### src/lane_params.svh
`ifndef LANE_PARAMS_SVH
`define LANE_PARAMS_SVH

// Port counts of one lane
`define LANE_R_PORTS    4
`define LANE_W_PORTS    2

// Storage sizes
`define LANE_VRF_DEPTH  64
`define LANE_VMRF_DEPTH 32
`define LANE_WORD_W     32

// Read request to extracted element, in cycles
`define LANE_READ_LAT   2

// Write command to VRF/VMRF commit, in cycles
`define LANE_WB_LAT     2

`endif

### src/lane_pkg.sv
`include "lane_params.svh"

package lane_pkg;

   // Data and address widths
   typedef logic [`LANE_WORD_W-1:0]               elem_t;
   typedef logic [$clog2(`LANE_VRF_DEPTH)-1:0]    vrf_addr_t;
   typedef logic [$clog2(`LANE_VMRF_DEPTH)-1:0]   vmrf_addr_t;
   typedef logic [`LANE_WORD_W/8-1:0]             byte_en_t;

   // Byte position inside a word
   typedef logic [$clog2(`LANE_WORD_W/8)-1:0]     el_idx_t;
   typedef logic [$clog2(`LANE_R_PORTS)-1:0]      rport_sel_t;

   // Element width, code 3 extracts zero
   typedef enum logic [1:0] {
      SEW_8  = 2'd0,
      SEW_16 = 2'd1,
      SEW_32 = 2'd2
   } sew_e;

   // Write-back source, code 3 writes zero
   typedef enum logic [1:0] {
      WB_ALU   = 2'd0,
      WB_LOAD  = 2'd1,
      WB_SLIDE = 2'd2
   } wb_src_e;

endpackage

### src/lane_operand_route.sv
`include "lane_params.svh"

module lane_operand_route import lane_pkg::*; (
   input  logic                                clk_i,
   input  logic                                rst_i,
   input  elem_t      [`LANE_R_PORTS-1:0]      elem_i,
   input  logic       [`LANE_R_PORTS-1:0]      ren_i,
   input  logic       [`LANE_W_PORTS-1:0]      read_valid_i,
   input  logic       [`LANE_W_PORTS-1:0]      store_valid_i,
   input  rport_sel_t [`LANE_W_PORTS-1:0]      store_sel_i,
   output elem_t      [`LANE_W_PORTS-1:0]      vs1_o,
   output elem_t      [`LANE_W_PORTS-1:0]      vs2_o,
   output logic       [`LANE_W_PORTS-1:0]      alu_vld_o,
   output elem_t      [`LANE_W_PORTS-1:0]      store_data_o,
   output logic       [`LANE_W_PORTS-1:0]      store_valid_o
);

   localparam int R = `LANE_R_PORTS;
   localparam int W = `LANE_W_PORTS;
   localparam int D = `LANE_READ_LAT;

   // Control delay line, last stage matches elem_i
   logic       [D-1:0][W-1:0] rvld_q;
   logic       [D-1:0][W-1:0] svld_q;
   rport_sel_t [D-1:0][W-1:0] ssel_q;
   logic       [D-1:0][R-1:0] ren_q;

   always_ff @(posedge clk_i) begin
      if (!rst_i) begin
         rvld_q <= '0;
         svld_q <= '0;
         ssel_q <= '0;
         ren_q  <= '0;
      end else begin
         rvld_q <= {rvld_q[D-2:0], read_valid_i};
         svld_q <= {svld_q[D-2:0], store_valid_i};
         ssel_q <= {ssel_q[D-2:0], store_sel_i};
         ren_q  <= {ren_q[D-2:0], ren_i};
      end
   end

   assign alu_vld_o     = rvld_q[D-1];
   assign store_valid_o = svld_q[D-1];

   generate
      for (genvar j = 0; j < W; j++) begin : g_wport
         // Even port feeds vs1, odd port feeds vs2
         assign vs1_o[j]        = elem_i[2 * j];
         assign vs2_o[j]        = elem_i[2 * j + 1];
         assign store_data_o[j] = elem_i[ssel_q[D-1][j]];

         a_store_port_read: assert property (
            @(posedge clk_i) disable iff (!rst_i)
            store_valid_o[j] |-> ren_q[D-1][ssel_q[D-1][j]]
         ) else $error("store %0d selects port %0d that was not read", j, ssel_q[D-1][j]);
      end
   endgenerate

endmodule

### config.mk
export PLATFORM = sky130hd
export DESIGN_NAME = lane_operand_route
export DESIGN_NICKNAME = d
export VERILOG_FILES = /design/src/lane_pkg.sv /design/src/lane_operand_route.sv
export VERILOG_INCLUDE_DIRS = /design/src
export SDC_FILE = /design/constraint.sdc
export NUM_CORES = 1
export LEC_CHECK = 0
export ABC_AREA = 1
export BUFFER_PORTS_ARGS = -buffer_cell sky130_fd_sc_hd__buf_2
export CAP_MARGIN = 20
export CORE_MARGIN = 10
export CORE_UTILIZATION = 25
export CTS_BUF_LIST = sky130_fd_sc_hd__clkbuf_8
export DETAILED_ROUTE_END_ITERATION = 7
export PLACE_DENSITY_LB_ADDON = 0.08
export SLEW_MARGIN = 25
export SYNTH_ARGS = -nofsm -noshare
export SYNTH_HDL_FRONTEND = slang
export SYNTH_SLANG_ARGS = --single-unit
### constraint.sdc
create_clock -name clk_i -period 1.1 [get_ports clk_i]
set_input_delay 0.165 -clock clk_i [delete_from_list [all_inputs] [get_ports clk_i]]
set_output_delay 0.165 -clock clk_i [all_outputs]
set_load 0.005 [all_outputs]
Yosys cells after proc, flatten, opt, wreduce, memory -nomap -nowiden
Index checks and enable logic that the tools add are counted.
{ "word_totals": {"ff_bits": 16, "input_bits": 142, "wordCells": 14} }
{ "op_classes": {"magnitude_cmp": 2, "mux": 4} }
{ "ops": {"columns": ["operator", "n"], "rows": [
  ["$bmux 32 s2", 2],
  ["$mux 32", 2],
  ["$lt 2x3->1 const B", 2]
]} }

Depth between registers and ports, before layout
{ "depth": {"depth_word": 2, "depth_mapped": 5, "depth_no_buf": 4} }

Worst setup path after synthesis
OpenSTA, ideal clock, no wires.
{ "synth_path": {"kind": "register -> output", "start": "register ssel_q[5] (netlist name)", "end": "output port store_data_o[10] (netlist name)", "arrival_time_ps": 818, "slack_ps": 117, "path_stages_with_launch": 6, "cell_sequence": "dfxtp_1 -> buf_6 -> inv_1 -> buf_6 -> nand3_1 -> nand2_1"} }
{ "synth_rtl": {"columns": ["item", "line_no", "source"], "rows": [
  ["start, declared", "lane_operand_route.sv:25", "rport_sel_t [D-1:0][W-1:0] ssel_q;"],
  ["start signal, assigned", "lane_operand_route.sv:37", "ssel_q <= {ssel_q[D-2:0], store_sel_i};"],
  ["end, declared", "lane_operand_route.sv:14", "output elem_t [`LANE_W_PORTS-1:0] store_data_o,"]
]} }

==> impl_metrics.yaml <==
drt:
  drt_iter0_drc: 151
  antenna_left: 0
  vias: 5011
  route.detailed.drc: 0
  drt-wirelength-per-cell_um: 15.4
  drt-vias-per-instance: 4.16
  dr.pass1.iters: 4
  routed_wl_um: 18600
placed_design:
  dpl_cell_area_um2: 4980
  place.gp.congestion: 0.775
  place_hpwl_um: 14500
  portBuffers: 333
sta:
  period_needed_ns: 1.42
  timing.final.ws_setup_ns: -0.319
  finalCritPeriodShare: 1.29
  fmax_ghz: 0.705
  drv_slew: 0
  setup_violations: 64
  fin_skew_ns: 0.00123
  timing.setup.tns_ns: -18.20
  rsz0062_at_grt: "yes"
  max_slew_margin: 0.813
  hold_viol_final: 0
  tightest_slew_ns: 0.281
worst_setup_path:
  cp-end-kind: "output port"
  rr_endpoint: "ssel_q[7]$_SDFF_PN0_"
  reg2reg_from: "ssel_q[3]$_SDFF_PN0_"
  critPathLaunchType: "flip-flop"
  cp.required_ns: 0.94
  cp_max_fo: 8
  r2r_slack_ns: 0.60
  r2r_cells: 2
  path_class: "flip-flop to output port"
  cp.arrival_ns: 1.25
clock_tree:
  hold_buffers: 0
  cts_tree: "built"
  cts_setup_buffers: 0
  cts_buffers: 3
  cts_max_level: 1
  clk_pin_slew_worst_paths_ns: 0.06
  clockBufferDepth: 2
  cts_root_buf: "clkbuf_8"
  clkSinkCount: 16
  clock_latency_ns: 0.25
final_layout:
  most-common-layout-cells: "buf_2, nand2_1, inv_1"
  drive_above_1_share: 0.388
  antenna_cells: 0
  nets: 1131
  postLayoutCellArea_um2: 5270
  final_common_cell: "buf_2"
  area_delta_synth_final_pct: 29.0
global_routing:
  grt_max_degree: 33
  grt_overflow_total: 0
  grt_pass1_wl_um: 27900
  grt_use_total: 0.153
  antenna_found_initial: 0
  grt_pass1_vias: 5202
job:
  cap_violations: 0
worst_hold_path:
  min_to: "svld_q[1]$_SDFF_PN0_"
  min_path_type: "input pin to flip-flop"
  hold_depth: 3
  hp-start: "store_valid_i[1]"
synthesis:
  synth.cell_area_um2: 4090
  ys_ff_latch: 16
  postSynthCellCount: 802
  synth_fp_nets: 944
  netlist_top_cells_area: "nand2_1, buf_4, nand3_1"
  seq_area_frac_synth: 0.0784
  synth_top_area_share: 0.309
  yosys.area.top_type: "nand2_1"
  syn_avg_cell_area_um2: 5.10
  yosysUniqueCellTypes: 9
  ys_warn_count: 0
power_and_ir_drop:
  p_total_w: 0.00301
  ir_drop_mv: 0.501
  leakage_nw: 3.63
  power_density_nw_per_um2: 570
outcome:
  violations: "setup timing"
  outcome: "finished, violations left"
floorplanning:
  rows: 46
  io_pins: 338
  start_util: 0.256
  fp.coreArea_um2: 15900
  die_y_um: 148
  die_w_um: 148
  dieArea_um2: 21900
[Yosys cell counts]
| master | number |
|---|---|
| nand2_1 | 336 |
| inv_1 | 146 |
| buf_4 | 140 |
| nand3_1 | 128 |
| buf_2 | 19 |
| dfxtp_1 | 16 |
| buf_6 | 14 |
| inv_2 | 2 |
| clkbuf_2 | 1 |
[worst max-delay path, stage by stage, from the launching register on]
cell and delay [ns]:
dfxtp_4 0.41, inv_8 0.08, clkbuf_16 0.17, nand2_2 0.07, nand3_2 0.06, nand2_2 0.09, buf_2 0.12
[power by group]
part | internal (W) | switching, W
Clock | 0.000317 | 0.000194
Sequential | 0.000605 | 0.0000158
Combinational | 0.000847 | 0.00103
Total | 0.00177 | 0.00124
[registers in the layout, indices dropped and copies added, names as in the netlist]
signal         flops
store_valid_o      2
rvld_q             2
alu_vld_o          2
ssel_q             8
svld_q             2
[final cells by class]
cell class	instances	area (µm²)
well taps	216	270
multi-input cells	464	1950
flip-flops and latches	16	330
inverters	148	571
repair buffers	356	2090
clock buffers	4	55.1
fillers	1907	10700
[what timing repair did]
action,4_1_cts,5_1_grt
pin swaps,1,0
cloned,3,3
gates resized for setup,21,11
endpoints found under the setup margin,64,64
[worst max-delay path by stage]
stage	start	depth (start not counted)	slack, ns	end
3_5_place_dp	ssel_q[4]$_SDFF_PN0_	6	-0.12	store_data_o[21]
2_1_floorplan	ssel_q[5]$_SDFF_PN0_	5	0.12	store_data_o[10]
5_1_grt	ssel_q[6]$_SDFF_PN0_	5	-0.41	store_data_o[56]
4_1_cts	ssel_q[6]$_SDFF_PN0_	5	-0.33	store_data_o[49]
3_3_place_gp	ssel_q[4]$_SDFF_PN0_	6	-0.10	store_data_o[21]
6_report	ssel_q[4]$_SDFF_PN0_	6	-0.32	store_data_o[21]
[cells by family (layout without fill, tap and decap cells)]
group,count (synthesis),after routing,share of synthesized area
flip-flops,16,16,0.0784
buffers and inverters,322,508,0.456
AND/OR/NAND/NOR,464,464,0.465
[metal layers]
| layer | wire (µm) | track usage | share of wire |
|---|---|---|---|
| met3 | 1590 | 0.0458 | 0.086 |
| met5 | 0 | 0 | 0 |
| met2 | 9230 | 0.284 | 0.50 |
| met4 | 167 | 0.0198 | 0.0090 |
| met1 | 7610 | 0.172 | 0.41 |
[per-stage QoR]
step	worst slack (ns)	hold slack, ns	cells	utilization
2_1_floorplan	0.117	0.258	802	-
3_3_place_gp	-0.102	0.348	1194	0.313
3_5_place_dp	-0.118	0.351	1194	0.313
4_1_cts	-0.331	0.0864	1201	0.325
5_1_grt	-0.405	0.100	1204	0.331
6_report	-0.319	0.0940	1204	0.331
(Power assumes the default switching activity.)
