**src/lane_params.svh**
```systemverilog
`ifndef LANE_PARAMS_SVH
`define LANE_PARAMS_SVH

// Port counts of one lane
`define LANE_R_PORTS    4
`define LANE_W_PORTS    2

// Storage sizes
`define LANE_VRF_DEPTH  64
`define LANE_VMRF_DEPTH 32
`define LANE_WORD_W     32

// Read request to extracted element, in cycles
`define LANE_READ_LAT   2

// Write command to VRF/VMRF commit, in cycles
`define LANE_WB_LAT     2

`endif

```
**src/lane_pkg.sv**
```systemverilog
`include "lane_params.svh"

package lane_pkg;

   // Data and address widths
   typedef logic [`LANE_WORD_W-1:0]               elem_t;
   typedef logic [$clog2(`LANE_VRF_DEPTH)-1:0]    vrf_addr_t;
   typedef logic [$clog2(`LANE_VMRF_DEPTH)-1:0]   vmrf_addr_t;
   typedef logic [`LANE_WORD_W/8-1:0]             byte_en_t;

   // Byte position inside a word
   typedef logic [$clog2(`LANE_WORD_W/8)-1:0]     el_idx_t;
   typedef logic [$clog2(`LANE_R_PORTS)-1:0]      rport_sel_t;

   // Element width, code 3 extracts zero
   typedef enum logic [1:0] {
      SEW_8  = 2'd0,
      SEW_16 = 2'd1,
      SEW_32 = 2'd2
   } sew_e;

   // Write-back source, code 3 writes zero
   typedef enum logic [1:0] {
      WB_ALU   = 2'd0,
      WB_LOAD  = 2'd1,
      WB_SLIDE = 2'd2
   } wb_src_e;

endpackage

```
**src/lane_writeback.sv**
```systemverilog
`include "lane_params.svh"

module lane_writeback import lane_pkg::*; (
   input  logic                                clk_i,
   input  logic                                rst_i,
   input  logic       [`LANE_W_PORTS-1:0]      alu_vld_i,
   input  elem_t      [`LANE_W_PORTS-1:0]      alu_res_i,
   input  logic       [`LANE_W_PORTS-1:0]      alu_mask_i,
   input  elem_t                               load_data_i,
   input  elem_t                               slide_data_i,
   input  wb_src_e    [`LANE_W_PORTS-1:0]      wb_sel_i,
   input  vrf_addr_t  [`LANE_W_PORTS-1:0]      waddr_i,
   input  byte_en_t   [`LANE_W_PORTS-1:0]      bwen_i,
   input  logic       [`LANE_W_PORTS-1:0]      vector_mask_i,
   input  vmrf_addr_t [`LANE_W_PORTS-1:0]      vmrf_addr_i,
   input  logic       [`LANE_W_PORTS-1:0]      vmrf_wen_i,
   input  logic       [`LANE_W_PORTS-1:0]      request_i,
   input  logic       [`LANE_W_PORTS-1:0]      vmrf_bit_i,
   output vrf_addr_t  [`LANE_W_PORTS-1:0]      vrf_waddr_o,
   output byte_en_t   [`LANE_W_PORTS-1:0]      vrf_wbe_o,
   output elem_t      [`LANE_W_PORTS-1:0]      vrf_wdata_o,
   output vmrf_addr_t [`LANE_W_PORTS-1:0]      vmrf_raddr_o,
   output vmrf_addr_t [`LANE_W_PORTS-1:0]      vmrf_waddr_o,
   output logic       [`LANE_W_PORTS-1:0]      vmrf_wbe_o,
   output logic       [`LANE_W_PORTS-1:0]      vmrf_wdata_o
);

   localparam int W = `LANE_W_PORTS;
   localparam int D = `LANE_WB_LAT;

   elem_t [D-1:0] slide_q;
   elem_t [W-1:0] src_word;

   // Command pipeline, stage D-1 is the commit stage
   logic       [D-1:0][W-1:0] en_q;
   vrf_addr_t  [D-1:0][W-1:0] waddr_q;
   byte_en_t   [D-1:0][W-1:0] bwen_q;
   elem_t      [D-1:0][W-1:0] wdata_q;
   logic       [D-1:0][W-1:0] vm_q;
   vmrf_addr_t [D-1:0][W-1:0] vmaddr_q;
   logic       [D-1:0][W-1:0] vmwen_q;
   logic       [D-1:0][W-1:0] vmbit_q;

   ////////////////////////////////////////////////////////////////////////////
   // Source select
   ////////////////////////////////////////////////////////////////////////////

   // Slide data from two cycles before the command
   always_ff @(posedge clk_i) begin
      if (!rst_i) begin
         slide_q <= '0;
      end else begin
         slide_q <= {slide_q[D-2:0], slide_data_i};
      end
   end

   generate
      for (genvar j = 0; j < W; j++) begin : g_src
         always_comb begin
            case (wb_sel_i[j])
               WB_ALU:   src_word[j] = alu_res_i[j];
               WB_LOAD:  src_word[j] = load_data_i;
               WB_SLIDE: src_word[j] = slide_q[D-1];
               default:  src_word[j] = '0;
            endcase
         end

         a_wb_sel_legal: assert property (
            @(posedge clk_i) disable iff (!rst_i)
            (alu_vld_i[j] || request_i[j]) |-> (wb_sel_i[j] inside {WB_ALU, WB_LOAD, WB_SLIDE})
         ) else $error("write port %0d has an undefined source code", j);
      end
   endgenerate

   ////////////////////////////////////////////////////////////////////////////
   // Command pipeline
   ////////////////////////////////////////////////////////////////////////////

   always_ff @(posedge clk_i) begin
      if (!rst_i) begin
         en_q     <= '0;
         waddr_q  <= '0;
         bwen_q   <= '0;
         wdata_q  <= '0;
         vm_q     <= '0;
         vmaddr_q <= '0;
         vmwen_q  <= '0;
         vmbit_q  <= '0;
      end else begin
         en_q[0]     <= alu_vld_i | request_i;
         waddr_q[0]  <= waddr_i;
         bwen_q[0]   <= bwen_i;
         wdata_q[0]  <= src_word;
         vm_q[0]     <= vector_mask_i;
         vmaddr_q[0] <= vmrf_addr_i;
         vmwen_q[0]  <= vmrf_wen_i;
         vmbit_q[0]  <= alu_mask_i;
         for (int k = 1; k < D; k++) begin
            en_q[k]     <= en_q[k-1];
            waddr_q[k]  <= waddr_q[k-1];
            bwen_q[k]   <= bwen_q[k-1];
            wdata_q[k]  <= wdata_q[k-1];
            vm_q[k]     <= vm_q[k-1];
            vmaddr_q[k] <= vmaddr_q[k-1];
            vmwen_q[k]  <= vmwen_q[k-1];
            vmbit_q[k]  <= vmbit_q[k-1];
         end
      end
   end

   // VMRF read one stage early so the bit arrives at commit
   assign vmrf_raddr_o = vmaddr_q[D-2];

   assign vrf_waddr_o  = waddr_q[D-1];
   assign vrf_wdata_o  = wdata_q[D-1];
   assign vmrf_waddr_o = vmaddr_q[D-1];
   assign vmrf_wdata_o = vmbit_q[D-1];
   assign vmrf_wbe_o   = en_q[D-1] & vmwen_q[D-1];

   generate
      for (genvar j = 0; j < W; j++) begin : g_commit
         // Masked write keeps bytes only where the mask bit is set
         assign vrf_wbe_o[j] = !en_q[D-1][j] ? '0 :
                               vm_q[D-1][j] ? (bwen_q[D-1][j] & {$bits(byte_en_t){vmrf_bit_i[j]}}) :
                                              bwen_q[D-1][j];
      end
   endgenerate

endmodule

```
**config.mk**
```make
export PLATFORM = sky130hd
export DESIGN_NAME = lane_writeback
export DESIGN_NICKNAME = d
export VERILOG_FILES = /design/src/lane_pkg.sv /design/src/lane_writeback.sv
export VERILOG_INCLUDE_DIRS = /design/src
export SDC_FILE = /design/constraint.sdc
export NUM_CORES = 1
export LEC_CHECK = 0
export ABC_AREA = 1
export BUFFER_PORTS_ARGS = -buffer_cell sky130_fd_sc_hd__buf_2
export CORE_AREA = 2 2 159 161
export DETAILED_ROUTE_END_ITERATION = 8
export DIE_AREA = 0 0 161 163
export GPL_ROUTABILITY_DRIVEN = 0
export PLACE_DENSITY = 0.65
export SYNTH_ARGS = -nofsm -noshare
export SYNTH_HDL_FRONTEND = slang
export SYNTH_SLANG_ARGS = --single-unit
```
**constraint.sdc**
```tcl
create_clock -name clk_i -period 0.95 [get_ports clk_i]
set_input_delay 0.095 -clock clk_i [delete_from_list [all_inputs] [get_ports clk_i]]
set_output_delay 0.095 -clock clk_i [all_outputs]
set_load 0.005 [all_outputs]
```
* Word-level counts from Yosys, hierarchy flattened
Index checks and enable logic that the tools add are counted.
Storage, ports and cells: register bits 268, latch bits 0, bits in writable memories 0, ROM bits 0, bits of input ports 176, output and inout port bits 108, logic and storage cells 42, memories 0
Cells by class: add/sub/neg operators 0, multiply operators 0, div/mod/pow operators 0, $lt $le $gt $ge 0, equal/unequal tests 4, shifts and indexed selects 0, muxes and demuxes 6, bitwise gates (word level) 4, reductions and logical operators 2
Operators by type and width (count):
- one-hot mux 32 bit (3 select lines) | 2
- two-way mux 4 bit | 4
- AND 4 bit | 2
- == test 2 x 1 -> 1 bit, second input constant | 2
- == test 2 bit, second input constant | 2
- logical NOT 2 bit | 2
- AND 2 bit | 1
- bitwise OR 2 bit | 1

* Longest topological paths before layout
word-level depth 3, gate-level depth with buffers 7

* Least setup slack after synthesis
OpenSTA, ideal clock, no wires.
kind register to output, start reg vm_q[2] in the netlist's numbering, end out vrf_wbe_o[0] in the netlist's numbering, arrival 0.679 ns, required time 0.855 ns, slack 0.176 ns, cell stages (with the launch flop) 4, path buffers 0, cell sequence dfxtp_1 -> inv_1 -> o21ai_0 -> nor2_1
RTL lines:
- from (decl) | RTL line lane_writeback.sv:39 | logic [D-1:0][W-1:0] vm_q;
- from (signal, indexed assignment) | RTL line lane_writeback.sv:103 | vm_q[k] <= vm_q[k-1];
- to (decl) | RTL line lane_writeback.sv:20 | output byte_en_t [`LANE_W_PORTS-1:0] vrf_wbe_o,

==> key figures <==
Status
  – Status: complete, but fails checks
  – Failing checks: setup timing

Timing
  – Tmin final: 1.39 ns
  – Worst-Margin Slew: 0.272 ns
  – Final Hold Viols: 0
  – Final period util: 1.47
  – RSZ-0062 raised after global routing: true
  – Final Slew Violations: 0
  – Slew HR: 0.818
  – # setup viols final: 108
  – Clock skew: between 0.009 and 0.01 ns
  – Worst hold slack: 0.0469 ns
  – Fmax: 717 MHz
  – Final setup margin: -0.445 ns

Placement
  – Cells after DPL: 1,738
  – DP Wirelength: between 15 and 20 mm
  – Port bufs: ~280

Floorplanning
  – Die Wd: 161 µm
  – Row count: 58
  – Chip Height: approximately 160 µm
  – Die area: 0.0262 mm²
  – Starting density of the core: 0.393
  – Core ar.: 0.0247 mm²
  – Ports: 284

Min path
  – Worst min-delay path category: input pin to flip-flop

Critical path
  – CP Launch Point: vm_q[3]$_SDFF_PN0_
  – CP Capture Type: primary output
  – Critical path type: flip-flop to primary output
  – CP Launch Type: flip-flop
  – CP Data Required Time: between 0.8 and 0.9 ns
  – Reg-to-reg startpoint: slide_q[48]$_SDFF_PN0_
  – Cell at the slowest stage of the critical path: dfxtp_2
  – Reg2reg setup slack: 0.23 ns
  – R2r endpoint: wdata_q[48]$_SDFF_PN0_
  – CP peak stage delay: 0.32 ns
  – R2r worst-path depth: 4
  – Endpoint of the worst setup timing path: vrf_wbe_o[4]
  – Crit path max fanout: 4
  – Cells along the critical path: inv_2 > o21ai_2 > buf_6 > nor2_2 > buf_2
  – Critical Path AT: 1.30 ns

Detailed routing
  – Initial drt markers: just over 500
  – DRT Wirelength: 26.9 mm
  – Vias/cell: about 4.3
  – Routed Antenna Nets: 0
  – Final routed DRC violation total: 0
  – Detailed-route wire length per cell: 13.8 µm
  – Routed via count: 8,499
  – Total iterations of the first detailed-routing run: 5

Global routing
  – Initial antenna violation count: 1
  – Busiest grt layer: met2
  – Gr ovfl total: 0
  – Met3 GRT Util: 0.0591
  – First-pass GRT wire length: around 42 mm
  – Met2 usage: 0.364
  – GRT Total Usage: 0.199
  – Vias in the first global route: 8,522
  – Met1 Use GR: 0.223
  – Largest net degree at the start of global routing: 61

Yosys
  – Post-synth EDFFs: 0
  – Post-synthesis compound-gate area fraction: 0.00103
  – Most common cell in the netlist: nand2_1
  – Multiplexer area fraction after synthesis: 0
  – Post-synth ARST share: 0
  – Top FF cell, synth: dfxtp_1
  – Syn_nets: 1,409
  – Count of cell types in the netlist: 12
  – Adder-Cell Fraction of Synth Area: 0
  – Commonest cells in the netlist: nand2_1 (332), inv_1 (279), dfxtp_1 (268)
  – Mapped cell area: just under 0.01 mm²
  – #FFs+latches synth: 268
  – Post-Synth XOR/XNOR Area: 0
  – Largest family of logic cells by synthesized area: simple AND/OR/NAND/NOR gates
  – Post-Synth Simple-Gate Area: 0.235
  – Dominant cell type by area after synthesis: dfxtp_1
  – Post-synth top area share: 0.553
  – Largest cells by area after synthesis: dfxtp_1 (55%), nand2_1 (13%), inv_1 (11%)
  – Yosys warns: 0
  – Post-Syn Area per Cell: between 7 and 8 µm²
  – Mapped Cells: 1,233
  – Seq/Total Area, Yosys: 0.553

Cells and area
  – P&R area growth vs syn: 44.9%
  – Non-Filler Instances: 1,957
  – Antenna Cells: 0
  – Final Net Count: 1,782
  – Share of cells above drive strength 1: 0.267

Clock tree
  – Root Buffer: clkbuf_16
  – CTS buffer count: 28
  – CTS H-tree lvls: 1
  – # clock sinks: 268
  – TritonCTS clock tree: done
  – Skew-Pair Late Insertion Delay: 0.53 ns
  – Clock Tree Buf Depth: 3
  – Clock-pin slew on the worst setup and hold paths: 0.06 ns

Flow run
  – Max cap viols: 0

Power
  – PD cells: approximately 1900 mW/mm²
  – Lkg Pwr: 0.00829 µW
  – Worst vdd ir: about 1.3 mV
==> timing repair <==
action	CTS	global route
setup buffers	0	1
hold buffers	168	0
hold endpoints to repair	134	0
resized for setup	45	61
setup endpoints to repair	108	108
pin swaps	0	4
==> cell type report <==
| class | instances | area (µm²) |
|---|---|---|
| fill | 2134 | 10600 |
| sequential | 268 | 5430 |
| timing repair buffer | 485 | 3760 |
| multi-input combinational | 540 | 2320 |
| inverter | 283 | 1060 |
| clock buffer | 37 | 816 |
| tap | 330 | 413 |
| clock inverter | 14 | 253 |
==> flip-flops by register name (all words and copies together) (netlist names) <==
| name | flops |
|---|---|
| slide_q | 64 |
| vrf_wdata_o | 64 |
| wdata_q | 64 |
| bwen_q | 16 |
| vrf_waddr_o | 12 |
| waddr_q | 12 |
| vmrf_raddr_o | 10 |
| vmrf_waddr_o | 10 |
| en_q | 4 |
| vm_q | 4 |
| vmwen_q | 4 |
| vmbit_q | 2 |
| vmrf_wdata_o | 2 |
==> report_power, final <==
part | leakage (µW) | total, µW | internal [µW] | switching, µW
Sequential | 0.00223 | 12000 | 11800 | 175
Clock | 0.000518 | 12300 | 7910 | 4360
Combinational | 0.00555 | 2570 | 1350 | 1220
Total | 0.00829 | 26800 | 21000 | 5750
==> worst min path at each step <==
| stage | cells after the start | slack (ns) | endpoint | startpoint |
|---|---|---|---|---|
| 2_1_floorplan | 2 | 0.19 | slide_q[14]$_SDFF_PN0_ | slide_data_i[14] |
| 3_3_place_gp | 3 | 0.28 | vmrf_raddr_o[7]$_SDFF_PN0_ | vmrf_addr_i[7] |
| 3_5_place_dp | 3 | 0.28 | vmrf_raddr_o[3]$_SDFF_PN0_ | vmrf_addr_i[3] |
| 4_1_cts | 4 | 0.02 | vrf_wdata_o[31]$_SDFF_PN0_ | rst_i |
| 5_1_grt | 4 | 0.04 | vrf_wdata_o[31]$_SDFF_PN0_ | rst_i |
| 6_report | 4 | 0.05 | vrf_wdata_o[57]$_SDFF_PN0_ | rst_i |
==> layer usage <==
metal  routed length (µm)  share of wire
met5                   12        0.00045
met4                  561          0.021
met3                 2550          0.095
met2                13400           0.50
met1                10400           0.38
==> cell families after synthesis <==
kind of cell | count (synthesis)
AND/OR/NAND/NOR | 538
buffers and inverters | 425
flip-flops | 268
AO/OA/AOI/OAI | 2
==> layout by cell type, fill, tap and decap left out <==
master,count
o21ai_4,1
clkbuf_16,29
buf_2,247
buf_12,14
dlygate4sd3_1,168
nor2_8,1
nand2_1,332
buf_4,19
nor2_4,1
buf_6,36
nor2_1,7
bufinv_16,7
inv_2,6
nor2_2,5
o21ai_2,1
clkbuf_1,2
clkinvlp_4,3
dfxtp_1,215
dfxtp_2,53
clkbuf_8,7
nand3_1,192
inv_1,277
clkinv_2,4
==> metrics by stage <==
step	total power, µW	cell area, µm²	setup slack [ns]	utilization	setup TNS (ns)
floorplan	13300	9700	0.176	-	0
global placement	14100	11000	0.00780	0.445	0
detailed placement	14100	11000	-0.0314	0.445	-0.0482
CTS	27000	13800	-0.445	0.561	-15.75
global route	27900	14100	-0.536	0.570	-17.57
finish	26800	14100	-0.445	0.570	-12.74
==> worst max-delay path: cells and delay by family, from the launching register on <==
kind	cells	cell delay, ns
DFF	1	0.32
buffers and inverters	3	0.29
AOI/OAI and AO/OA	1	0.13
and+or+nand+nor	1	0.03
(Power assumes the default switching activity.)
