**src/lane_params.svh**
```systemverilog
`ifndef LANE_PARAMS_SVH
`define LANE_PARAMS_SVH

// Port counts of one lane
`define LANE_R_PORTS    4
`define LANE_W_PORTS    2

// Storage sizes
`define LANE_VRF_DEPTH  64
`define LANE_VMRF_DEPTH 32
`define LANE_WORD_W     32

// Read request to extracted element, in cycles
`define LANE_READ_LAT   2

// Write command to VRF/VMRF commit, in cycles
`define LANE_WB_LAT     2

`endif

```
**src/lane_pkg.sv**
```systemverilog
`include "lane_params.svh"

package lane_pkg;

   // Data and address widths
   typedef logic [`LANE_WORD_W-1:0]               elem_t;
   typedef logic [$clog2(`LANE_VRF_DEPTH)-1:0]    vrf_addr_t;
   typedef logic [$clog2(`LANE_VMRF_DEPTH)-1:0]   vmrf_addr_t;
   typedef logic [`LANE_WORD_W/8-1:0]             byte_en_t;

   // Byte position inside a word
   typedef logic [$clog2(`LANE_WORD_W/8)-1:0]     el_idx_t;
   typedef logic [$clog2(`LANE_R_PORTS)-1:0]      rport_sel_t;

   // Element width, code 3 extracts zero
   typedef enum logic [1:0] {
      SEW_8  = 2'd0,
      SEW_16 = 2'd1,
      SEW_32 = 2'd2
   } sew_e;

   // Write-back source, code 3 writes zero
   typedef enum logic [1:0] {
      WB_ALU   = 2'd0,
      WB_LOAD  = 2'd1,
      WB_SLIDE = 2'd2
   } wb_src_e;

endpackage

```
**src/lane_elem_extract.sv**
```systemverilog
`include "lane_params.svh"

module lane_elem_extract import lane_pkg::*; (
   input  logic                              clk_i,
   input  logic                              rst_i,
   input  elem_t   [`LANE_R_PORTS-1:0]       raw_i,
   input  el_idx_t [`LANE_R_PORTS-1:0]       el_idx_i,
   input  sew_e                              sew_i,
   output elem_t   [`LANE_R_PORTS-1:0]       elem_o,
   output sew_e                              sew_d_o
);

   localparam int R = `LANE_R_PORTS;

   el_idx_t [R-1:0] idx_d;
   sew_e            sew_d;

   // Index and SEW follow the request into the raw-word cycle
   always_ff @(posedge clk_i) begin
      if (!rst_i) begin
         idx_d <= '0;
         sew_d <= SEW_8;
      end else begin
         idx_d <= el_idx_i;
         sew_d <= sew_i;
      end
   end

   assign sew_d_o = sew_d;

   ////////////////////////////////////////////////////////////////////////////
   // Per-port element select
   ////////////////////////////////////////////////////////////////////////////

   generate
      for (genvar p = 0; p < R; p++) begin : g_port
         logic [7:0]  sel_byte;
         logic [15:0] sel_half;
         elem_t       elem_next;

         assign sel_byte = raw_i[p][{idx_d[p], 3'b000} +: 8];
         // Halfword picked by the low index bit only
         assign sel_half = raw_i[p][{idx_d[p][0], 4'b0000} +: 16];

         always_comb begin
            case (sew_d)
               SEW_8:   elem_next = elem_t'(sel_byte);
               SEW_16:  elem_next = elem_t'(sel_half);
               SEW_32:  elem_next = raw_i[p];
               default: elem_next = '0;
            endcase
         end

         // Output stage, second cycle of the read latency
         always_ff @(posedge clk_i) begin
            if (!rst_i) begin
               elem_o[p] <= '0;
            end else begin
               elem_o[p] <= elem_next;
            end
         end
      end
   endgenerate

endmodule

```
**config.mk**
```make
export PLATFORM = sky130hd
export DESIGN_NAME = lane_elem_extract
export DESIGN_NICKNAME = d
export VERILOG_FILES = /design/src/lane_pkg.sv /design/src/lane_elem_extract.sv
export VERILOG_INCLUDE_DIRS = /design/src
export SDC_FILE = /design/constraint.sdc
export NUM_CORES = 1
export LEC_CHECK = 0
export ABC_AREA = 0
export BUFFER_PORTS_ARGS = -buffer_cell sky130_fd_sc_hd__buf_4
export CAP_MARGIN = 30
export CORE_UTILIZATION = 35
export DETAILED_ROUTE_END_ITERATION = 10
export PLACE_DENSITY = 0.71
export SYNTH_ARGS = -nofsm -noshare
export SYNTH_HDL_FRONTEND = slang
export SYNTH_SLANG_ARGS = --single-unit
```
**constraint.sdc**
```tcl
create_clock -name clk_i -period 3.31 [get_ports clk_i]
set_input_delay 0.662 -clock clk_i [delete_from_list [all_inputs] [get_ports clk_i]]
set_output_delay 0.662 -clock clk_i [all_outputs]
set_load 0.005 [all_outputs]
```
# == After elaboration in Yosys (flattened, before gate mapping) ==
# Cells that the tools add are included.
# classes
eq_ne,2
shifts,8
muxes,4
reduce_logical,1
# op_table
op,count
$pmux W32 S3,4
$shiftx A32 B6 Y16,4
$shiftx A32 B6 Y8,4
$eq A2 B1 Y1 const B,1
$eq A2 B2 Y1 const B,1
$logic_not A2 Y1,1
# word_totals
register_bits,138
input_bits,140
output_inout_bits,130
wordCells,24

# == Depth between registers and ports, before layout ==
# Gate-level depths: netlist of run 1.
# depth
ltp_word,2
mapped_depth,7
depth_no_buf,4

# == Worst setup path after synthesis of run 1 ==
# No wires, ideal clock.
# synth_path
path_kind,input to register
from,in raw_i[127] in the netlist's numbering
to,reg elem_o[103] in the netlist's numbering
setup_time_ps,125
t_arrival_ps,1494
required_ps,3185
slack_ps,1691
path_stages,4
n_path_buf,0
path_cell_list,mux2_2 mux4_2 o311ai_0 nand2_1
# synth_via
elab_chain_cells,2
# synth_rtl
item,line,source
"start, declared",lane_elem_extract.sv:6,"input elem_t [`LANE_R_PORTS-1:0] raw_i,"
$shiftx A32 B6 Y8,lane_elem_extract.sv:41,"assign sel_byte = raw_i[p][{idx_d[p], 3'b000} +: 8];"
$pmux W32 S3,lane_elem_extract.sv:46,case (sew_d)
"end signal, assigned by index",lane_elem_extract.sv:59,elem_o[p] <= elem_next;
"end, declared",lane_elem_extract.sv:9,"output elem_t [`LANE_R_PORTS-1:0] elem_o,"
# Every way passes these cells.
# A chain may end at the register's enable or synchronous reset.

# == Worst setup path after layout of run 1 ==
# layout_path
from,reg sew_d[1] (netlist: sew_d_o[1])
to,reg elem_o[37] in the netlist's numbering
# layout_via
elab_chain_cells,2
elab_cells_between_ends,4
cone_classes,eq/ne (2); mux (1); reduce/logical (1)
# layout_rtl
item,line,source
"start, declared",lane_elem_extract.sv:16,sew_e sew_d;
"start signal, assigned",lane_elem_extract.sv:25,sew_d <= sew_i;
$eq A2 B2 Y1 (tied with other cells),lane_elem_extract.sv:46,
$pmux W32 S3 *,lane_elem_extract.sv:46,
# Mark *: on every way between the ends. The rest lies on a longest branch, timed or not.

==> results.md, run 1 <==
Synthesis:
- Counting flops with an async set or reset pin after synthesis yields a share of 0%.
- Synthesis produced a netlist whose cell count is 661.
- Sequential elements use 42.9% of the synthesized area.
- The count of distinct cell types in the synthesized netlist is 36.
- The flip-flop and latch count after synthesis is 138.
- The number of enable flip-flop cells after synthesis is 0.
- The netlist area before placement is 6430 sq um.
- Yosys printed 0 warnings.
- Averaged over all synthesized cells, the footprint is 9.74 sq um.
- The most used flip-flop cell after synthesis is sky130_fd_sc_hd__dfxtp_1.
- The post-synth net total is 801.

Layout:
- The post-synthesis to final-layout area growth is 42.0%.
- The number of antenna diodes in the final layout is 0.
- Cells with a size suffix above 1 make up 39.2% of the layout.
- The filler cells instantiated in the layout total 1,659.
- The top cell types in the final layout, fill and taps aside, are 278 x sky130_fd_sc_hd__buf_4, 138 x sky130_fd_sc_hd__dfxtp_1, 66 x sky130_fd_sc_hd__and3_1.
- The post-layout net count is 1,035.
- The library cell used most frequently in the layout, excluding fill and tap cells, is sky130_fd_sc_hd__buf_4.
- Measured on the finished design, the core utilization comes to 50.9%.

Routing:
- The post-detailed-route via-to-cell ratio is 5.35.
- The final wirelength is 20,400 um.
- The iteration count of the initial detailed-routing pass is 5.
- The detailed router finished its first iteration with 309 violations.
- Once detail routing completed, the nets flagged for antenna violations numbered 0.
- For this run, design rule violations remaining after detail routing come to 0.
- The detailed-route wire length per cell is 18.0 um.
- The routed layout has 6,079 vias.

Timing:
- The number of hold violations in the final report is 0.
- The slew at the pin closest to its max-slew limit is 894 ps.
- The maximum clock skew at final layout is 7.29 ps.
- Setup repair after global routing left no endpoint under its margin.
- After routing, the total negative slack on setup checks comes to 0 ps.
- Setup violations remaining at the end of the flow were counted as 0.
- The final number of max-transition violations is 0.
- The post-route clock period utilization is 62.3%.
- Derived from the worst setup path, the maximum achievable clock frequency is 0.485 GHz.
- Hold timing on the final database bottoms out at a slack of 452 ps.
- The relative slew slack is 40.3%.
- Once routing completed, OpenROAD measured the worst setup slack at 1250 ps.
- The clock period minus worst slack is 2060 ps.

Clock tree:
- Clock tree synthesis selected as its root buffer the cell sky130_fd_sc_hd__clkbuf_16.
- Clock latency on the worst-skew pair, taken at its later pin, is 420 ps.
- TritonCTS created 17 clock buffers.
- The number of levels the H-tree was split into is 4.
- The clock input transition at the sequential cells of the worst setup and hold paths is 60 ps.
- Buffers inserted to repair hold after CTS numbered 0.
- The clock passes through at most 2 buffers.
- The CTS tree is yes.
- Buffers added to address setup during post-CTS repair amount to 0.
- The number of cells upsized or downsized after cts is 0.
- CTS saw 138 sinks.

Critical path:
- The highest-delay cell along the critical path is sky130_fd_sc_hd__dfxtp_1.
- The cell family contributing the most delay on the critical path is simple AND/OR/NAND/NOR gates.
- The worst-case register-to-register setup slack is 1250 ps.
- The data arrival time of the worst path is 2420 ps.
- Counting both buffers and inverters, the worst setup path holds a total of 1.
- The capture point of the worst reg-to-reg path is elem_o[37].
- The kind of critical path is reg -> reg.
- The worst setup path is captured at a register.
- Measured in cells, the most critical reg-to-reg path has a length of 4.
- The required time of the critical path is 3670 ps.
- The type of origin of the critical path is a register.
- The number of stages on the worst setup path is 4.
- The largest fanout on the critical path is 74.
- The critical path capture point is elem_o[37].
- Traced cell by cell, the critical path runs through nor2b_4 -> buf_12 -> and2_1 -> a21o_1.
- The reg-to-reg critical path startpoint is sew_d_o[1].
- The stage delay of the slowest cell on the critical path is 660 ps.
- The launch point of the worst path is sew_d_o[1].

Floorplan:
- The number of primary I/O pins is 270.
- From left edge to right edge, the die measures 138 um.
- The area of the core is 18,000 sq um.
- The cell row count is 49.
- The die is 138 um tall.
- The initial core utilization is 35.8%.
- The die area is 18,900 sq um.

Global routing:
- The initial antenna violation count is 0.
- The pin count of the biggest net entering global routing is 75.
- The number of global-route vias before repair is 5,608.
- The total congestion overflow is 0.
- The first-pass GRT wire length is 30,100 um.
- The global-route usage over all layers is 21.1%.

Placement:
- The routability congestion estimate is 0.847.
- The total of buffers placed on input and output ports is 269.
- The post-DP HPWL is 14,500 um.
- The placement-stage worst setup slack is 855 ps.

Hold path:
- The startpoint identified for the worst hold timing path is el_idx_i[2].
- The instance count along the most critical hold path is 2.
- The path class of the tightest hold or removal check is in -> reg.

Power:
- The leakage power summed over all cells is 4.29 nW.
- The power density of the placed cells is 496 nW/um^2.
- The peak supply drop is 332 uV.

Outcome:
- The run finished with clean final reports.

Run:
- Across the run, the number of max-cap violations was 0.
kinds of logic after synthesis:
family,count (synthesis),share of synthesized area (%)
buffers and inverters,64,5.35
muxes,96,15.8
DFF,138,42.9
and+or+nand+nor,175,16.4
AOI/OAI and AO/OA,188,19.5
flip-flops by register name (all words and copies together) (netlist names):
register,cells
elem_o,128
idx_d,8
sew_d_o,2
report_power, final:
part / switching, W / internal, W / leakage, nW / total [W]
Clock: 0.000742 / 0.00132 / 0.317 / 0.00206
Combinational: 0.000312 / 0.000371 / 2.84 / 0.000683
Sequential: 0.0000472 / 0.00174 / 1.13 / 0.00179
routing by layer:
metal	vias to the layer above	part of all wire (%)	global-route usage [%]
li1	2893	-	-
met1	2914	41	25.5
met2	246	50	35.9
met3	26	8.1	5.48
met4	0	1.8	7.63
met5	-	0	0
per-stage QoR:
stage / cell area, sq um / total power, W / instances
final: 9140 / 0.00453 / 1137
after global routing: 9140 / 0.00471 / 1137
after CTS: 9140 / 0.00457 / 1137
after detailed placement: 8500 / 0.00251 / 1105
after global placement: 8500 / 0.00249 / 1105
after floorplan: 6430 / 0.00215 / 661
layout make-up:
type	count	area, sq um	area share, %
Sequential cell	138	2760	30.2
Clock inverter	11	166	1.82
Tap cell	229	287	3.14
Timing Repair Buffer	279	2110	23.1
Multi-Input combinational cell	459	3340	36.6
Clock buffer	21	470	5.15
cell usage after synthesis (all sizes together), types with 11 or more instances:
cell	n	share of area, %
clkbuf	26	1.6
buf	38	3.8
a21oi	54	4.2
a2bb2oi	21	2.9
a22oi	32	3.7
mux2	36	6.3
nor2	32	2.0
a221oi	11	1.5
and2	13	1.3
and3	66	6.4
o21ai	30	2.4
mux2i	59	9.2
a211oi	16	1.9
a21o	17	2.0
nor2b	35	3.4
dfxtp	138	43
worst min path at each step:
stage                      end  slack [ps]
finish                idx_d[2]         450
global route          idx_d[5]         440
CTS                   idx_d[2]         430
detailed placement  elem_o[69]         680
global placement    elem_o[69]         650
floorplan           elem_o[96]         700
Note: power is estimated with default switching activity, not from simulation.
==> inputs of run 2 (changes only) <==
- PLACE_DENSITY: 0.71 -> 0.73
- clock period: 3.31 -> 1.8 ns (I/O delays scaled with it)
==> results.md, run 2 (synthesized netlist as in run 1, its figures left out) <==
Outcome:
- The flow ran to the end, and the final reports show no timing, DRC or antenna violations.

Layout:
- The number of antenna diodes in the final layout is 0.
- The post-layout net count is 1,056.
- In the layout the commonest cells are 298 x sky130_fd_sc_hd__buf_4, 138 x sky130_fd_sc_hd__dfxtp_1, 66 x sky130_fd_sc_hd__and3_1.
- Cells fill 52.0% of the core in the end.
- The area of all placed cells without fillers is 9340 sq um.
- The number of flip-flops in the largest register is 128.
- The post-route netlist has 40.6% of its cells at a drive strength greater than 1.
- The register name with the most flops is elem_o.
- The most frequent standard cell in the layout excluding fill and tap cells is sky130_fd_sc_hd__buf_4.
- The area growth from synthesis to layout is 45.2%.
- The final standard cell count with taps included and fillers excluded is 1,158.

Global routing:
- The first-pass GRT wire length is 30,600 um.
- The global-route usage over all layers is 21.5%.
- The initial antenna violation count was 0.
- Entering global routing, the biggest net connects 95 pins.
- Summed over all layers, the global routing overflow is 0.
- The number of global-route vias before repair came to 5,635.

Critical path:
- The setup path with the least slack is of type reg -> reg.
- The reg-to-reg critical path startpoint is sew_d_o[1].
- The required time of the critical path is 2110 ps.
- STA puts the critical path data arrival time at 2010 ps.
- The depth of the most critical reg-to-reg path is 4.
- The endpoint class of the critical path is a register.
- The largest fanout on the critical path is 28.
- The type of origin of the critical path is a register.
- Tracing the worst setup path back leads to its startpoint at sew_d_o[1].

Routing:
- For this run, design rule violations remaining after detail routing come to 0.
- The final wirelength is 20,800 um.
- Dividing the detail-routed wire length by the instance count gives 17.9 um.
- In this run, the number of DRC markers left after iteration 0 of detailed routing was 323.
- The post-detailed-route via-to-cell ratio is 5.26.
- The final route contains 6,090 vias.
- The first detailed-routing pass ran for 5 iterations.
- The count of nets left with antenna violations once routing finished came out at 0.

Floorplan:
- The number of primary I/O pins is 270.
- The cell row count is 49.
- The initial core utilization is 35.8%.
- The die area is 18,900 sq um.
- In this run the standard cell core region covers 18,000 sq um.
- The die extent in x is 138 um.
- The height of the chip is 138 um.

Timing:
- The clock period minus worst slack is 1700 ps.
- The final number of max-transition violations is 0.
- Between clock sinks in the finished design, the worst skew comes to 5.59 ps.
- Summed over all failing endpoints, the final setup total negative slack is 0 ps.
- The number of hold violations in the final report is 0.
- The final count of negative-setup-slack endpoints is 0.
- In the finished design, the share of the clock period the worst path needs comes to 94.3%.
- Setup repair after global routing left no endpoint under its margin.
- The highest clock frequency the design can meet is 0.589 GHz.
- At the pin with the least slew margin, the transition time is 751 ps.
- Measured against its own limit, the worst slew margin works out to 49.9%.
- The tightest hold path in the finished design has a slack of 148 ps.

Run:
- The tool flagged a number of max-cap violations equal to 0.

Placement:
- After legalization and detailed placement, the total HPWL measured 14,900 um.
- The total of buffers placed on input and output ports is 269.
- Counting tap cells, the placed design contains a total of 1,126 instances.
- Once placement finished, the instance area stood at 8670 sq um.
- The congestion estimate from routability-driven global placement came to 0.819.

Clock tree:
- Post-CTS repair changed the size of 0 cells.
- The clock root buffer is sky130_fd_sc_hd__clkbuf_16.
- TritonCTS built the clock tree.
- The clock input transition at the sequential cells of the worst setup and hold paths is 60 ps.
- Buffers added to address setup during post-CTS repair amount to 0.
- The worst-skew pair later-pin latency is 420 ps.
- The TritonCTS buffer count is 17.
- The buffer depth of the longest clock path is 2.
- CTS built an H-tree with a depth of 4.
- The number of clock sinks is 138.
- In this run, post-CTS hold repair placed 0 buffers.

Hold path:
- Counting instances, the worst hold path has a depth of 2.
- The classification of the worst-slack hold path is in -> reg.
- The source of the worst hold timing path is el_idx_i[4].

Power:
- Summed over all cells, the static leakage comes to 4.40 nW.
- Power spread over the standard cell area amounts to 923 nW/um^2.
- VDD sags by at most 641 uV.
-- run 2: cell count changes in the layout (fill, tap and decap cells not counted) --
cell / previous run / this run
sky130_fd_sc_hd__bufinv_16: 4 / 6
sky130_fd_sc_hd__buf_4: 278 / 298
sky130_fd_sc_hd__clkbuf_8: 3 / 0
sky130_fd_sc_hd__clkinv_4: 2 / 3
sky130_fd_sc_hd__inv_6: 1 / 2
sky130_fd_sc_hd__clkinvlp_4: 0 / 2
sky130_fd_sc_hd__clkinv_2: 4 / 1
sky130_fd_sc_hd__buf_12: 1 / 2
-- run 2: power by group --
| part | internal (W) | switching, W | leakage [nW] | total, W |
|---|---|---|---|---|
| Sequential | 0.00320 | 0.0000613 | 1.13 | 0.00326 |
| Clock | 0.00261 | 0.00143 | 0.321 | 0.00405 |
| Combinational | 0.000715 | 0.000609 | 2.95 | 0.00132 |
-- run 2: final timing paths --
check,to,slack [ps]
max,elem_o[5],100
min,idx_d[4],150
min reg2reg,elem_o[103],760
max reg2reg,elem_o[5],100
-- run 2: per-layer routing --
layer	global-route usage, %	routed length (um)	up-vias
li1	-	-	2938
met1	26.8	8670	2872
met2	34.7	10000	255
met3	5.89	1640	25
met4	8.49	428	0
met5	0	0	-
-- run 2: layout make-up --
type | instances | area, sq um
fillers | 1640 | 8620
multi-input cells | 459 | 3340
repair buffers | 300 | 2280
well taps | 229 | 287
flip-flops and latches | 138 | 2760
clock inverters | 14 | 244
clock buffers | 18 | 429
-- run 2: worst max-delay path: stages, from the launching register on --
cell and delay, ps:
sky130_fd_sc_hd__dfxtp_1 400, sky130_fd_sc_hd__nand3b_4 430, sky130_fd_sc_hd__o21ai_0 390, sky130_fd_sc_hd__a21oi_1 110, sky130_fd_sc_hd__a211oi_1 260
-- run 2: metrics by stage --
stage / total power [W] / setup slack, ps
finish: 0.00863 / 103
global route: 0.00897 / 27.5
detailed placement: 0.00464 / 150
CTS: 0.00869 / 117
floorplan: 0.00395 / 412
global placement: 0.00462 / 200
==> inputs of run 3 (changes only) <==
- ABC_AREA: 0 -> 1
- PLACE_DENSITY: 0.73 -> 0.74
==> results.md, run 3 <==
Synthesis:
- The count of distinct cell types in the synthesized netlist is 17.
- The most common cell in the synthesized netlist is sky130_fd_sc_hd__nand2_1.
- Counting flops with an async set or reset pin after synthesis yields a share of 0%.
- The top cell type's share of synthesized area is 45.8%.
- The synthesized design contains 138 register bits.
- The area share of xor/xnor cells in the synthesized design is 0%.
- After synthesis, flip-flops and latches occupy 45.8% of the total area.
- Synthesis handed over a netlist of 874 instances.
- The main combinational cell family by area after synthesis is simple AND/OR/NAND/NOR gates.
- By area the synthesized netlist is led by sky130_fd_sc_hd__dfxtp_1 46%, sky130_fd_sc_hd__nand2_1 19%, sky130_fd_sc_hd__nand3_1 11%.
- During synthesis, Yosys emitted a total of 0 warnings.
- After Yosys synthesis, and, or, nand and nor cells account for 35.6% of the synthesized area.
- The synthesized netlist devotes 9.11% of its cell area to compound gates.
- The commonest cells after synthesis are 298 x sky130_fd_sc_hd__nand2_1, 138 x sky130_fd_sc_hd__dfxtp_1, 128 x sky130_fd_sc_hd__nand3_1.
- The average instance in the mapped netlist occupies 6.90 sq um.
- The most instantiated flip-flop cell in the synthesis netlist is sky130_fd_sc_hd__dfxtp_1.
- The synthesized netlist devotes 0% of its cell area to adder and majority cells.
- In the synthesized netlist, mux cells make up 0% of the area.
- The largest total area in the synthesized netlist belongs to sky130_fd_sc_hd__dfxtp_1.
- The number of enable flip-flop cells after synthesis is 0.
- The post-synth net total is 1,014.
- After synthesis the cells add up to 6030 sq um.

Clock tree:
- The number of gates resized after CTS was 0.
- In this run the clock root is driven by a sky130_fd_sc_hd__clkbuf_16.
- The clock tree synthesis step divided the H-tree into 4 levels.
- The total of hold buffers inserted after clock tree synthesis is 0.
- The worst-skew pair later-pin latency is 410 ps.
- After clock tree synthesis, the clock-pin slew on the worst setup and hold paths is 60 ps.
- The buffer depth of the longest clock path is 2.
- Buffers added to address setup during post-CTS repair amount to 0.
- The TritonCTS buffer count is 17.
- TritonCTS built the clock tree.
- The clock drives 138 sinks.

Layout:
- At the end of the flow, the number of nets in the layout was 1,264.
- The top cell types in the final layout, fill and taps aside, are 298 x sky130_fd_sc_hd__nand2_1, 285 x sky130_fd_sc_hd__buf_4, 138 x sky130_fd_sc_hd__dfxtp_1.
- The repair_antennas step left the layout with diodes totalling 0.
- Leaving out fill and tap cells, the most frequent cell in the layout is sky130_fd_sc_hd__nand2_1.
- The number of flip-flops in the largest register is 128.
- The area growth from synthesis to layout is 44.9%.
- Of the cells placed in the final design, the portion with a size suffix greater than 1 is 29.7%.
- The register name with the most flops is elem_o.
- After filler insertion, the fill cell instance count of the layout stands at 1,662.

Timing:
- The maximum clock skew at final layout is 10.2 ps.
- The relative slew slack is 68.5%.
- Setup repair after global routing left no endpoint under its margin.
- The slew at the pin closest to its max-slew limit is 472 ps.
- The final number of max-transition violations was 0.
- For the final routed database, the setup TNS stands at 0 ps.
- The worst hold margin is 127 ps.
- The post-route clock period utilization is 82.0%.
- Static timing analysis puts the maximum clock frequency at 0.678 GHz.
- Setup violations remaining at the end of the flow were counted as 0.
- The number of hold violations in the final report is 0.
- The worst path needs 1480 ps of the cycle, external delays included.

Critical path:
- The highest-delay cell along the critical path is sky130_fd_sc_hd__dfxtp_1.
- Setup slack on the worst reg-to-reg path comes out at 320 ps.
- STA classifies the critical path endpoint as a register.
- The type of origin of the critical path is a register.
- The stage delay of the slowest cell on the critical path is 480 ps.
- The kind of critical path is reg -> reg.
- Traced cell by cell, the critical path runs through nand2_4 -> inv_6 -> buf_12 -> nand3_1 -> a21oi_1.
- The endpoint identified for the worst register-to-register timing path is elem_o[14].
- The depth of the most critical reg-to-reg path is 5.
- Of all nets on the critical path, the largest fanout is 37.
- The data arrival time of the worst path is 1810 ps.
- In this run the critical register-to-register path is launched from sew_d_o[0].
- For the worst setup path, the data required time is 2130 ps.

Routing:
- The post-detailed-route via-to-cell ratio is 4.87.
- The pre-antenna-repair detailed-routing pass consisted of 7 iterations.
- In this run the remaining antenna-violating nets after routing total 0.
- For this block, the initial DRC count from the detailed router was 399.
- After detailed routing, the average wire length per cell comes to 14.9 um.
- Summed over all layers, the routed wires come to 20,200 um.
- For this block, the via count after detailed routing is 6,612.
- For this run, design rule violations remaining after detail routing come to 0.

Hold path:
- The instance count along the most critical hold path is 3.
- The worst hold path begins at el_idx_i[0].
- The endpoint with the worst hold slack is idx_d[0].
- The classification of the worst-slack hold path is in -> reg.

Placement:
- The congestion estimate from routability-driven global placement came to 0.865.
- Input and output buffers added on the ports amount to 269.
- The post-DP HPWL is 14,400 um.

Power:
- For this design the ratio of total power to cell area is 917 nW/um^2.
- The leakage power summed over all cells is 4.35 nW.
- The worst-case IR drop observed on VDD is 640 uV.

Floorplan:
- The die is 133 um tall.
- 270 I/O pins were placed.
- The die area is 17,800 sq um.
- For this configuration, the core starts out at a cell density of 36.1%.
- The floorplan step set the die width to 133 um.
- The area of the core is 16,700 sq um.
- The initialized floorplan defines 47 standard-cell rows.

Outcome:
- The run finished with clean final reports.

Global routing:
- The pin count of the biggest net entering global routing is 51.
- The first global-routing pass estimated 31,800 um of wire.
- The initial antenna violation count is 0.
- The number of global-route vias before repair is 6,187.
- The total congestion overflow is 0.
- Global routing consumed, over all layers together, 22.7% of the routing resources.

Run:
- The number of violations of the max-capacitance limit is 0.
[run 3: logic make-up (layout without fill, tap and decap cells)]
| group | count (synthesis) | count (layout) |
|---|---|---|
| AOI/OAI and AO/OA | 100 | 100 |
| buffers and inverters | 111 | 374 |
| DFF | 138 | 138 |
| and+or+nand+nor | 525 | 525 |
[run 3: power breakdown]
part           switching, W  total (W)  internal [W]
clock network       0.00132    0.00351       0.00220
logic              0.000654    0.00123      0.000576
registers         0.0000654    0.00326       0.00320
total               0.00204    0.00801       0.00597
[run 3: worst max-delay path by stage]
stage,start,end,depth (start not counted)
3_5_place_dp,sew_d_o[0],elem_o[14],5
5_1_grt,sew_d_o[0],elem_o[14],5
6_report,sew_d_o[0],elem_o[14],5
4_1_cts,sew_d_o[0],elem_o[14],5
2_1_floorplan,sew_d_o[1],elem_o[33],6
3_3_place_gp,sew_d_o[0],elem_o[74],5
[run 3: per-stage QoR]
| stage | instances | utilization, % | total power, W | area [sq um] | setup WS [ps] |
|---|---|---|---|---|---|
| CTS | 1357 | 52.3 | 0.00807 | 8730 | 305 |
| global route | 1357 | 52.3 | 0.00834 | 8730 | 183 |
| floorplan | 874 | - | 0.00390 | 6030 | 672 |
| finish | 1357 | 52.3 | 0.00801 | 8730 | 324 |
| detailed placement | 1325 | 48.8 | 0.00455 | 8150 | 329 |
| global placement | 1325 | 48.8 | 0.00454 | 8150 | 377 |
[run 3: area by class of cell]
class | instances | area, sq um | area share, %
flip-flops and latches | 138 | 2760 | 31.6
multi-input cells | 625 | 2700 | 30.9
repair buffers | 288 | 2200 | 25.2
clock buffers | 27 | 503 | 5.76
well taps | 220 | 275 | 3.15
inverters | 54 | 208 | 2.38
clock inverters | 5 | 83.8 | 0.960
[run 3: per-layer routing]
| layer | GRT usage (%) | wire length [um] | share of wire, % |
|---|---|---|---|
| met4 | 7.64 | 359 | 1.8 |
| met5 | 0 | 0 | 0 |
| met2 | 38.2 | 9650 | 48 |
| met1 | 27.4 | 8390 | 41 |
| met3 | 6.89 | 1830 | 9.0 |
[run 3: critical path, delay by kind of cell, from the launching register on]
family | cells | cell delay (ps)
buffers and inverters | 2 | 510
AOI/OAI and AO/OA | 1 | 160
and+or+nand+nor | 2 | 240
DFF | 1 | 480
